File: src/include/rv_map.svh
`ifndef RV_MAP_SVH
`define RV_MAP_SVH

// memory map, byte addresses

// program and data ram, first fetch lands here
`define RAM_BASE 64'h0000_0000_0000_1000

// key peripheral, read side
`define KEY_BASE 64'h0000_0000_1000_0000

// art peripheral, write side
`define ART_BASE 64'h0000_0000_1000_1000

`endif

File: src/hdl/rv_pkg.sv
package rv_pkg;

`include "rv_map.svh"

    // widths
    localparam int XLEN  = 64;             // register / data width
    localparam int ILEN  = 32;             // instruction word
    localparam int NREGS = 32;             // x0..x31
    localparam int RAW   = $clog2(NREGS);  // register index width

    // vectors
    localparam logic [XLEN-1:0] RESET_PC = `RAM_BASE;
    localparam logic [XLEN-1:0] TRAP_VEC = `RAM_BASE + 64'h200;  // fixed handler

    // major opcodes, instr[6:0]
    localparam logic [6:0] OP_LUI    = 7'b0110111;
    localparam logic [6:0] OP_IMM    = 7'b0010011;
    localparam logic [6:0] OP_REG    = 7'b0110011;
    localparam logic [6:0] OP_LOAD   = 7'b0000011;
    localparam logic [6:0] OP_STORE  = 7'b0100011;
    localparam logic [6:0] OP_SYSTEM = 7'b1110011;

    // minor fields
    localparam logic [2:0]  F3_ADD   = 3'b000;   // addi / add
    localparam logic [2:0]  F3_DW    = 3'b011;   // ld / sd
    localparam logic [6:0]  F7_ADD   = 7'b0000000;
    localparam logic [11:0] F12_MRET = 12'h302;

    // what execute does with a decoded word
    typedef enum logic [2:0] {
        K_ALU_IMM,
        K_ALU_REG,
        K_LUI,
        K_LOAD,
        K_STORE,
        K_MRET
    } kind_t;

    // decode register contents
    typedef struct packed {
        logic            valid;
        kind_t           kind;
        logic [RAW-1:0]  rd;
        logic [RAW-1:0]  rs1;
        logic [RAW-1:0]  rs2;
        logic [XLEN-1:0] imm;   // already sign extended
        logic [XLEN-1:0] pc;
    } dec_t;

    // one peripheral bus request
    typedef struct packed {
        logic [XLEN-1:0] addr;
        logic [XLEN-1:0] wdata;
        logic            write;  // 0 = read
        logic            valid;
    } bus_req_t;

    // read response
    typedef struct packed {
        logic [XLEN-1:0] rdata;
        logic            valid;
    } bus_rsp_t;

    // retire record
    typedef struct packed {
        logic            valid;
        logic [XLEN-1:0] pc;
        logic [RAW-1:0]  rd;     // zero when nothing written
        logic [XLEN-1:0] value;
    } retire_t;

endpackage

File: src/hdl/fetch_stage.sv
`timescale 1ns/1ps

module fetch_stage (
    input  logic                    clk,
    input  logic                    reset,
    input  logic                    stall,
    input  logic                    redirect,
    input  logic [rv_pkg::XLEN-1:0] redirect_pc,
    input  logic [rv_pkg::ILEN-1:0] instr,
    output logic [rv_pkg::XLEN-1:0] pc,
    output rv_pkg::dec_t            dec
);
    import rv_pkg::*;

    logic [6:0]      opcode;
    logic [2:0]      funct3;
    logic [6:0]      funct7;
    logic [XLEN-1:0] imm_i;
    logic [XLEN-1:0] imm_s;
    logic [XLEN-1:0] imm_u;
    dec_t            dec_next;

    // field split of the word coming back for pc
    assign opcode = instr[6:0];
    assign funct3 = instr[14:12];
    assign funct7 = instr[31:25];

    // immediate formats
    assign imm_i = {{(XLEN-12){instr[31]}}, instr[31:20]};
    assign imm_s = {{(XLEN-12){instr[31]}}, instr[31:25], instr[11:7]};
    assign imm_u = {{(XLEN-32){instr[31]}}, instr[31:12], 12'b0};  // lui sign extends on rv64

    // decode, anything outside the subset stays invalid
    always_comb begin
        dec_next     = '0;
        dec_next.pc  = pc;
        dec_next.rd  = instr[11:7];
        dec_next.rs1 = instr[19:15];
        dec_next.rs2 = instr[24:20];
        case (opcode)
            OP_LUI: begin
                dec_next.valid = 1'b1;
                dec_next.kind  = K_LUI;
                dec_next.imm   = imm_u;
            end
            OP_IMM: begin
                dec_next.valid = (funct3 == F3_ADD);     // addi only
                dec_next.kind  = K_ALU_IMM;
                dec_next.imm   = imm_i;
            end
            OP_REG: begin
                dec_next.valid = (funct3 == F3_ADD) && (funct7 == F7_ADD);
                dec_next.kind  = K_ALU_REG;
            end
            OP_LOAD: begin
                dec_next.valid = (funct3 == F3_DW);      // ld
                dec_next.kind  = K_LOAD;
                dec_next.imm   = imm_i;
            end
            OP_STORE: begin
                dec_next.valid = (funct3 == F3_DW);      // sd
                dec_next.kind  = K_STORE;
                dec_next.imm   = imm_s;
                dec_next.rd    = '0;                     // rd bits are imm here
            end
            OP_SYSTEM: begin
                dec_next.valid = (instr[31:7] == {F12_MRET, 13'b0});
                dec_next.kind  = K_MRET;
                dec_next.rd    = '0;
            end
            default: dec_next.valid = 1'b0;
        endcase
    end

    // pc and decode register
    always_ff @(posedge clk or negedge reset) begin
        if (!reset) begin
            pc  <= RESET_PC;
            dec <= '0;
        end else if (redirect) begin
            pc  <= redirect_pc;   // new target next edge
            dec <= '0;            // drop the word already fetched
        end else if (!stall) begin
            pc  <= pc + 64'd4;
            dec <= dec_next;
        end
    end

endmodule

File: src/hdl/exec_core.sv
`timescale 1ns/1ps

module exec_core (
    input  logic                    clk,
    input  logic                    reset,
    input  rv_pkg::dec_t            dec,
    input  logic                    irq,
    output logic                    irq_ack,
    output logic                    stall,
    output logic                    redirect,
    output logic [rv_pkg::XLEN-1:0] redirect_pc,
    output rv_pkg::bus_req_t        mem_req,
    input  logic                    mem_done,
    input  logic [rv_pkg::XLEN-1:0] load_data,
    output rv_pkg::retire_t         retire
);
    import rv_pkg::*;

    typedef enum logic {
        S_IDLE,   // one instruction per cycle
        S_WAIT    // load/store out on the bus
    } state_t;

    state_t          state;
    logic [XLEN-1:0] regs [NREGS];
    logic [XLEN-1:0] rs1_val;
    logic [XLEN-1:0] rs2_val;
    logic [XLEN-1:0] alu_val;
    logic [XLEN-1:0] wr_val;
    logic [XLEN-1:0] mepc;
    logic            pending;     // inside the handler
    logic            is_mem;
    logic            take_irq;
    logic            do_alu;
    logic            do_mret;
    logic            mem_issue;
    logic            mem_finish;
    logic            wr_en;

    // operand read, x0 reads zero
    assign rs1_val = (dec.rs1 == '0) ? '0 : regs[dec.rs1];
    assign rs2_val = (dec.rs2 == '0) ? '0 : regs[dec.rs2];

    assign is_mem = (dec.kind == K_LOAD) || (dec.kind == K_STORE);

    // irq only between instructions, and not while a handler runs
    assign take_irq   = (state == S_IDLE) && dec.valid && irq && !pending;
    assign mem_issue  = (state == S_IDLE) && dec.valid && is_mem && !take_irq;
    assign do_mret    = (state == S_IDLE) && dec.valid && (dec.kind == K_MRET) && !take_irq;
    assign do_alu     = (state == S_IDLE) && dec.valid && !is_mem
                        && (dec.kind != K_MRET) && !take_irq;
    assign mem_finish = (state == S_WAIT) && mem_done;

    // alu, add only
    always_comb begin
        case (dec.kind)
            K_ALU_IMM: alu_val = rs1_val + dec.imm;
            K_ALU_REG: alu_val = rs1_val + rs2_val;
            K_LUI:     alu_val = dec.imm;
            default:   alu_val = '0;
        endcase
    end

    // register write back, alu result or load data
    assign wr_en  = (do_alu || (mem_finish && (dec.kind == K_LOAD))) && (dec.rd != '0);
    assign wr_val = mem_finish ? load_data : alu_val;

    // dec holds still until mem_done, so fetch waits
    assign stall = mem_issue || ((state == S_WAIT) && !mem_done);

    assign redirect    = take_irq || do_mret;
    assign redirect_pc = take_irq ? TRAP_VEC : mepc;

    // request to bus_port, valid for the issue cycle only
    always_comb begin
        mem_req       = '0;
        mem_req.addr  = rs1_val + dec.imm;   // rs1 + offset
        mem_req.wdata = rs2_val;
        mem_req.write = (dec.kind == K_STORE);
        mem_req.valid = mem_issue;
    end

    // control
    always_ff @(posedge clk or negedge reset) begin
        if (!reset) begin
            state   <= S_IDLE;
            pending <= 1'b0;
            irq_ack <= 1'b0;
            retire  <= '0;
        end else begin
            irq_ack      <= take_irq;   // single pulse
            retire.valid <= 1'b0;
            case (state)
                S_IDLE: if (mem_issue) state <= S_WAIT;
                S_WAIT: if (mem_done) state <= S_IDLE;
                default: state <= S_IDLE;
            endcase
            if (take_irq) begin
                pending <= 1'b1;
            end else if (do_mret) begin
                pending <= 1'b0;
            end
            if (do_alu || do_mret || mem_finish) begin
                retire.valid <= 1'b1;
                retire.pc    <= dec.pc;
                retire.rd    <= wr_en ? dec.rd : '0;   // stores, mret, x0 report zero
                retire.value <= wr_en ? wr_val : '0;
            end
        end
    end

    // register file, x0 never written
    always_ff @(posedge clk) begin
        if (wr_en) begin
            regs[dec.rd] <= wr_val;
        end
    end

    // interrupted instruction is re-run after mret
    always_ff @(posedge clk) begin
        if (take_irq) begin
            mepc <= dec.pc;
        end
    end

endmodule

File: src/hdl/bus_port.sv
`timescale 1ns/1ps

module bus_port (
    input  logic                    clk,
    input  logic                    reset,
    input  rv_pkg::bus_req_t        mem_req,
    output logic                    mem_done,
    output logic [rv_pkg::XLEN-1:0] load_data,
    output rv_pkg::bus_req_t        bus_req,
    input  logic                    bus_ready,
    input  rv_pkg::bus_rsp_t        bus_rsp
);
    import rv_pkg::*;

    bus_req_t req_hold;   // address / data of the current op
    logic     req_vld;    // request on the bus, not yet taken
    logic     wait_rsp;   // read accepted, data not back
    logic     idle;
    logic     accept;

    assign idle   = !req_vld && !wait_rsp;   // one op at a time
    assign accept = req_vld && bus_ready;

    // payload, held while ready is low
    always_ff @(posedge clk) begin
        if (idle && mem_req.valid) begin
            req_hold <= mem_req;
        end
    end

    always_ff @(posedge clk or negedge reset) begin
        if (!reset) begin
            req_vld  <= 1'b0;
            wait_rsp <= 1'b0;
        end else begin
            if (idle && mem_req.valid) begin
                req_vld <= 1'b1;                    // on the bus next cycle
            end else if (accept) begin
                req_vld  <= 1'b0;
                wait_rsp <= !req_hold.write;        // reads wait for data
            end else if (wait_rsp && bus_rsp.valid) begin
                wait_rsp <= 1'b0;
            end
        end
    end

    always_comb begin
        bus_req       = req_hold;
        bus_req.valid = req_vld;
    end

    // store ends on acceptance, load on response
    assign mem_done  = (accept && req_hold.write) || (wait_rsp && bus_rsp.valid);
    assign load_data = bus_rsp.rdata;

endmodule

File: src/hdl/rv_core_top.sv
`timescale 1ns/1ps

module rv_core_top (
    input  logic                    clk,
    input  logic                    reset,
    output logic [rv_pkg::XLEN-1:0] pc,
    input  logic [rv_pkg::ILEN-1:0] instr,      // combinational imem
    input  logic                    irq,        // level
    output logic                    irq_ack,
    output rv_pkg::bus_req_t        bus_req,
    input  logic                    bus_ready,
    input  rv_pkg::bus_rsp_t        bus_rsp,
    output rv_pkg::retire_t         retire
);
    import rv_pkg::*;

    dec_t            dec;
    logic            stall;
    logic            redirect;
    logic [XLEN-1:0] redirect_pc;
    bus_req_t        mem_req;
    logic            mem_done;
    logic [XLEN-1:0] load_data;

    // pc out, decode register
    fetch_stage u_fetch (
        .clk         (clk),
        .reset       (reset),
        .stall       (stall),
        .redirect    (redirect),
        .redirect_pc (redirect_pc),
        .instr       (instr),
        .pc          (pc),
        .dec         (dec)
    );

    // regfile, alu, load/store, irq
    exec_core u_exec (
        .clk         (clk),
        .reset       (reset),
        .dec         (dec),
        .irq         (irq),
        .irq_ack     (irq_ack),
        .stall       (stall),
        .redirect    (redirect),
        .redirect_pc (redirect_pc),
        .mem_req     (mem_req),
        .mem_done    (mem_done),
        .load_data   (load_data),
        .retire      (retire)
    );

    // peripheral side
    bus_port u_bus (
        .clk       (clk),
        .reset     (reset),
        .mem_req   (mem_req),
        .mem_done  (mem_done),
        .load_data (load_data),
        .bus_req   (bus_req),
        .bus_ready (bus_ready),
        .bus_rsp   (bus_rsp)
    );

endmodule

File: config.mk
export PLATFORM = sky130hd
export DESIGN_NAME = rv_core_top
export DESIGN_NICKNAME = d
export VERILOG_FILES = /design/src/hdl/rv_pkg.sv /design/src/hdl/fetch_stage.sv /design/src/hdl/exec_core.sv /design/src/hdl/bus_port.sv /design/src/hdl/rv_core_top.sv
export VERILOG_INCLUDE_DIRS = /design/src /design/src/include
export SDC_FILE = /design/constraint.sdc
export NUM_CORES = 2
export LEC_CHECK = 0
export BUFFER_PORTS_ARGS = -buffer_cell sky130_fd_sc_hd__buf_2
export CAP_MARGIN = 0
export CORE_MARGIN = 2
export CORE_UTILIZATION = 55
export DETAILED_ROUTE_END_ITERATION = 10
export PLACE_DENSITY = 0.75
export SYNTH_ARGS = -nofsm -noshare
export SYNTH_HDL_FRONTEND = slang
export SYNTH_SLANG_ARGS = --single-unit
File: constraint.sdc
create_clock -name clk -period 9.8 [get_ports clk]
set_input_delay 0.98 -clock clk [delete_from_list [all_inputs] [get_ports clk]]
set_output_delay 0.98 -clock clk [all_outputs]
set_load 0.01 [all_outputs]
[Word-level counts from Yosys, hierarchy flattened]
Memories as Yosys holds them, arrays and structs flattened.
Cells that the tools add are included.
Cells by class
  eq/ne operators: 15
  bitwise operators: 2
  shift operators: 0
  $lt $le $gt $ge: 0
  $mul: 0
  mux-type cells: 27
  divide/modulo/power cells: 0
  reductions and logical operators: 47
  add/subtract/negate cells: 3
Operators with widths (number)
  $mux W64: 7
  $pmux W64 S3: 2
  $mux W147: 2
  $mux W134: 1
  $add A64 B64 Y64: 2
  $add A64 B3 Y64 const B: 1
  $eq A25 B23 Y1 const B: 1
  $eq A7 B6 Y1 const B: 3
  $logic_and A1 B1 Y1: 20
  $pmux W3 S5: 1
  $logic_not A5 Y1: 2
  $mux W1: 10
  $mux W5: 2
  $eq A3 B2 Y1 const B: 3
  $eq A7 B2 Y1 const B: 1
  $eq A7 B5 Y1 const B: 1
  $eq A7 B7 Y1 const B: 1
  $logic_not A1 Y1: 7
  $logic_not A7 Y1: 1
  $logic_or A1 B1 Y1: 7
  $eq A3 B3 Y1 const B: 2
  $logic_not A3 Y1: 2
  $reduce_bool A2 Y1: 3
  $reduce_or A2 Y1: 3
  other kinds (8): 9
Storage, ports and cells
  memories: 1
  memory bits (read-only): 0
  register bits: 543
  logic and storage cells: 116
  output and inout bits: 329
  bits in latches: 0
  bits in writable memories: 2048
Memory list
  u_exec.regs: depth 32, width 64, rd ports 2, clocked after memory_dff 0, write ports 1, line exec_core.sv:25  | logic [XLEN-1:0] regs [NREGS];

[Logic depth before layout (Yosys ltp)]
  word-level depth: 10
  mapped depth: 33
  depth with buffers taken out: 22

[By module]
A second synthesis with hierarchy kept.
Second synthesis, totals
  cell total of the unflattened synthesis: 7716
  area, all modules: 125800.7 um^2
Modules (own cells, without submodules)
  exec_core: instances 1, sequential area each 66849.1 um^2, cells an instance 6596, area an instance 112382.8 um^2
  fetch_stage: instances 1, sequential area each 4480.5 um^2, cells an instance 917, area an instance 8952.3 um^2
  bus_port: instances 1, sequential area each 3923.8 um^2, cells an instance 203, area an instance 4465.5 um^2

[Worst setup path before layout]
OpenSTA, ideal clock, no wires.
  path kind: input to register
  from: in irq
  to: reg u_bus.req_hold (netlist bit u_bus.bus_req[100]) (enable)
  stages: 3
  data arrival time: 9.939 ns
  slack: -0.918 ns
  buffers on the path: 0
  data required time: 9.021 ns
  library setup time: 0.779 ns
  cell sequence: nand2b_1 -> nand3_1 -> nor3_1
On the way
  longest elaborated chain between the ends: 5
Ends and longest elaborated chain
  start: declaration: line rv_core_top.sv:8  | input logic irq,
  $logic_and A1 B1 Y1 (2 in series): line exec_core.sv:47  | assign take_irq = (state == S_IDLE) && dec.valid && irq && !pending;
  $logic_not A1 Y1: line exec_core.sv:48  | assign mem_issue = (state == S_IDLE) && dec.valid && is_mem && !take_irq;
  $logic_and A1 B1 Y1: line exec_core.sv:48
  $logic_and A1 B1 Y1: line bus_port.sv:26  | if (idle && mem_req.valid) begin
  end signal: assignment: line bus_port.sv:27  | req_hold <= mem_req;
  end: declaration: line bus_port.sv:15  | bus_req_t req_hold;
No other way between the ends.
A chain may end at the register's enable or synchronous reset.

[Worst setup path in the final report]
  from: reg, netlist name u_fetch.dec[133]
  to: reg, netlist name u_exec.retire[28]
On the way
  longest elaborated chain between the ends: 6
  elaborated cells on any way between the ends: 8
  those cells by class: add/sub (2); mux (4); reduce/logical (1); memory (1)
Ends and longest elaborated chain
  $mem_v2 Z32 W64 or $logic_not A5 Y1 (tied branches)
  $mux W64 (*): line exec_core.sv:41  | assign rs1_val = (dec.rs1 == '0) ? '0 : regs[dec.rs1];
  $add A64 B64 Y64, on equally long branches: line exec_core.sv:58, exec_core.sv:57
  $pmux W64 S3 (*): line exec_core.sv:56  | case (dec.kind)
  $mux W64 (*): line exec_core.sv:66  | assign wr_val = mem_finish ? load_data : alu_val;
  via u_exec.wr_val[28]: line exec_core.sv:29  | logic [XLEN-1:0] wr_val;
  $mux W64 (*): line exec_core.sv:107  | retire.value <= wr_en ? wr_val : '0;
The timed path passes the listed nets; every way through them passes the cells marked *.

==> results.py <==
metrics = {
    "cells_and_area": {
        "fillCellCount": 15830,
        "layout_common_cells": "2,241 x edfxtp_1, 1,056 x mux4_2, 451 x nand2_1",
        "layout-drive-gt1-share": 0.2947,
        "final_common_cell": "edfxtp_1",
        "syn_to_final_growth_pct": 12.02,
        "nNetsFinal": 8143,
        "final_cell_count_no_fill": 11140,
    },
    "logic_synthesis": {
        "async_flop_share": 0.1243,
        "synth_edf_count": 2241,
        "ys_seq_area_frac": 0.6062,
        "synth_top_area_share": 0.5421,
        "yosysTopAreaCell": "edfxtp_1",
        "synth.area.top_cells": "edfxtp_1 54%, mux4_2 19%, dfrtp_1 6.4%",
        "synth_top_flop_cell": "edfxtp_1",
        "yosys_warnings": 0,
        "syn_area_um2": 124100,
        "yosysUniqueCellTypes": 124,
        "ys_ff_latch": 2559,
        "syn_inst": 7457,
        "avgSynthCellArea_um2": 16.65,
    },
    "sta": {
        "max_slew_margin": 0.04624,
        "hold_viol": 0,
        "setup_violations": 0,
        "clock.fmax_mhz": 116.6,
        "rsz0062_at_grt": "no",
        "tightest_slew_ps": 1431,
        "maxSlewViolCount": 0,
        "fin_crit_sh": 0.8753,
        "min_period_ps": 8578,
        "fin_tns_setup_ps": 0,
        "finClkSkew_ps": 89.01,
    },
    "drt": {
        "wirelength_um": 434900,
        "drc": 0,
        "viasPerCell": 7.444,
        "num_vias": 82940,
        "drtIter0Drc": 13440,
        "drtAntennaViolNets": 0,
        "dr.pass1.iters": 8,
        "detail_route.wl_per_cell_um": 39.03,
    },
    "floorplan": {
        "fp.dieH_um": 479.1,
        "die_area_um2": 229500,
        "ios": 430,
        "core_area_um2": 224700,
        "die_w_um": 479.1,
        "rows": 174,
        "start_util": 0.5525,
    },
    "pwr": {
        "p_sw_mw": 6.817,
        "swShare": 0.2590,
        "pwr-share-clk": 0.387,
        "power_frac_comb": 0.135,
        "peakVddDrop_mv": 0.1674,
        "seqPwrFrac": 0.478,
        "powerDensity_nw_per_um2": 189.3,
        "p_int_mw": 19.50,
        "power_mw": 26.32,
        "p_leak_nw": 48.24,
    },
    "grt": {
        "grt.overflow.total": 0,
        "track_usage": 0.3760,
        "grt_pass1_vias": 81180,
        "grt_max_degree": 121,
        "antenna_found_initial": 27,
        "grt_pass1_wl_um": 608900,
    },
    "placed_design": {
        "hpwlAfterDp_um": 266200,
        "dp_cells": 10660,
        "routabilityCongestion": 1.009,
        "numPortBuffers": 429,
    },
    "setup_path": {
        "end_kind": "flip-flop",
        "critPathSlowestCell": "a2bb2oi_1",
        "crit_start": "u_fetch.dec[133]$_DFFE_PN0P_",
        "cp_data_required_time_ps": 10650,
        "cp.arrival_ps": 9430,
        "crit_fanout": 80,
        "crit_type": "flip-flop to flip-flop",
        "critPathLaunchType": "flip-flop",
        "path_cells": "buf_12, nor2b_1, a221oi_1, a211oi_1, nor2_2, ha_1, a31o_2, a311oi_1, o31ai_2, a31oi_2, a21o_1, nand2b_1, a31oi_1, o21bai_1, xor2_1, a2bb2oi_1, o21ai_2, a22o_1",
        "slowest_delay_ps": 1050,
        "r2r_start": "u_fetch.dec[133]$_DFFE_PN0P_",
    },
    "clock_network": {
        "ctsRootBufferMaster": "clkbuf_16",
        "post_cts_buffers": 0,
        "clock-sinks": 2559,
        "post_cts_resized": 0,
        "clk_pin_slew_ps": 60,
        "hold_buffers": 0,
        "numCtsBuffers": 281,
        "cts_tree": "built",
        "clockBufferDepth": 4,
        "htree_levels": 5,
        "insertion_delay_ps": 970,
    },
    "status": {
        "status": "completed",
    },
    "hold_path": {
        "hp-class": "primary input to async pin",
    },
    "job": {
        "cap_violations": 0,
    },
}
==> worst paths after layout <==
path / end / slack (ps) / cells after the start
max in group asynchronous: u_fetch.dec[133]$_DFFE_PN0P_ / 7660 / 3
hold reg to reg: u_exec.mepc[31]$_DFFE_PP_ / 410 / 0
min in group clk: u_fetch.dec[142]$_DFFE_PN0P_ / 310 / 2
hold / removal: u_fetch.dec[63]$_DFFE_PN0P_ / 110 / 1
setup / recovery: u_exec.retire[28]$_DFFE_PN0P_ / 1220 / 18
setup reg to reg: u_exec.retire[28]$_DFFE_PN0P_ / 1220 / 18
==> power by group through the flow <==
stage                     Combinational, mW  Sequential [mW]  Clock (mW)
after floorplan                        2.12             12.7           0
after global placement                 3.39             12.8           0
after detailed placement               3.43             12.8           0
after CTS                              3.45             12.6        10.2
after global routing                   3.70             12.6        10.6
final                                  3.57             12.6        10.2
==> final cells by class <==
type	count	area (µm²)	area share
tap	2992	3744	0.02692
antenna	17	42.54	0.0003059
sequential	2559	75290	0.5415
clock buffer	340	7461	0.05366
multi-input combinational	4339	46760	0.3363
inverter	109	429.2	0.003086
clock inverter	127	1147	0.008251
timing repair buffer	660	4173	0.03001
==> metrics by stage <==
step	hold WS, ps	worst slack (ps)	instance area (µm²)	util
global placement	437.2	1785	130400	0.5802
finish	111.9	1222	139100	0.6189
floorplan	421.9	492.1	124400	-
detailed placement	453.0	1663	130400	0.5803
CTS	137.3	1612	139000	0.6186
global route	173.2	1137	139000	0.6188
==> kinds of logic (layout without fill, tap and decap cells) <==
| kind of cell | Yosys count | in the layout | share of synthesized area |
|---|---|---|---|
| compound gates | 1250 | 1250 | 0.06927 |
| buf+inv | 622 | 1236 | 0.02317 |
| xor+xnor | 191 | 191 | 0.01375 |
| flops | 2559 | 2559 | 0.6062 |
| mux | 1491 | 1491 | 0.2277 |
| fa+ha+maj | 123 | 123 | 0.01184 |
| other cells | 1 | 81 | 0.00003021 |
| simple gates | 1220 | 1220 | 0.04802 |
==> worst max-delay path, delay by kind of cell (launching register included) <==
kind | cells | cell delay [ps]
AO/OA/AOI/OAI | 12 | 5140
XOR/XNOR | 1 | 170
adder cells (fa/ha/maj) | 1 | 370
buffers and inverters | 1 | 570
flip-flops | 1 | 860
AND/OR/NAND/NOR | 3 | 1230
==> cells in the mapped netlist, types with 66 or more instances <==
cell type  count
a21oi_1      259
a22o_1       163
a22oi_1       97
buf_1        105
buf_2         66
clkbuf_1     275
dfrtp_1      317
edfxtp_1    2241
ha_1          92
inv_1         99
mux2_2       100
mux2i_1      334
mux4_2      1056
nand2_1      451
nand3_1      150
nor2_1       217
o21ai_0      216
o22ai_1       98
xnor2_1      125
==> sequential cells by signal, summed over array words and instances, names as in the netlist <==
| signal | count |
|---|---|
| u_exec.irq_ack | 1 |
| u_fetch.pc | 64 |
| u_exec.retire | 134 |
| u_fetch.dec | 115 |
| u_exec.pending | 1 |
| u_exec.state | 1 |
| u_bus.req_vld | 1 |
| u_bus.wait_rsp | 1 |
| u_bus.bus_req | 129 |
| u_exec.mepc | 64 |
| u_exec.regs | 2048 |
==> metal layers <==
metal | GRT usage | vias to the layer above | part of all wire
li1 | - | 31680 | -
met1 | 0.4731 | 42070 | 0.32
met2 | 0.5622 | 7439 | 0.45
met3 | 0.1096 | 1728 | 0.14
met4 | 0.2698 | 26 | 0.090
met5 | 0 | - | 0.00039
No activity file was read; power rests on OpenSTA's default activity.
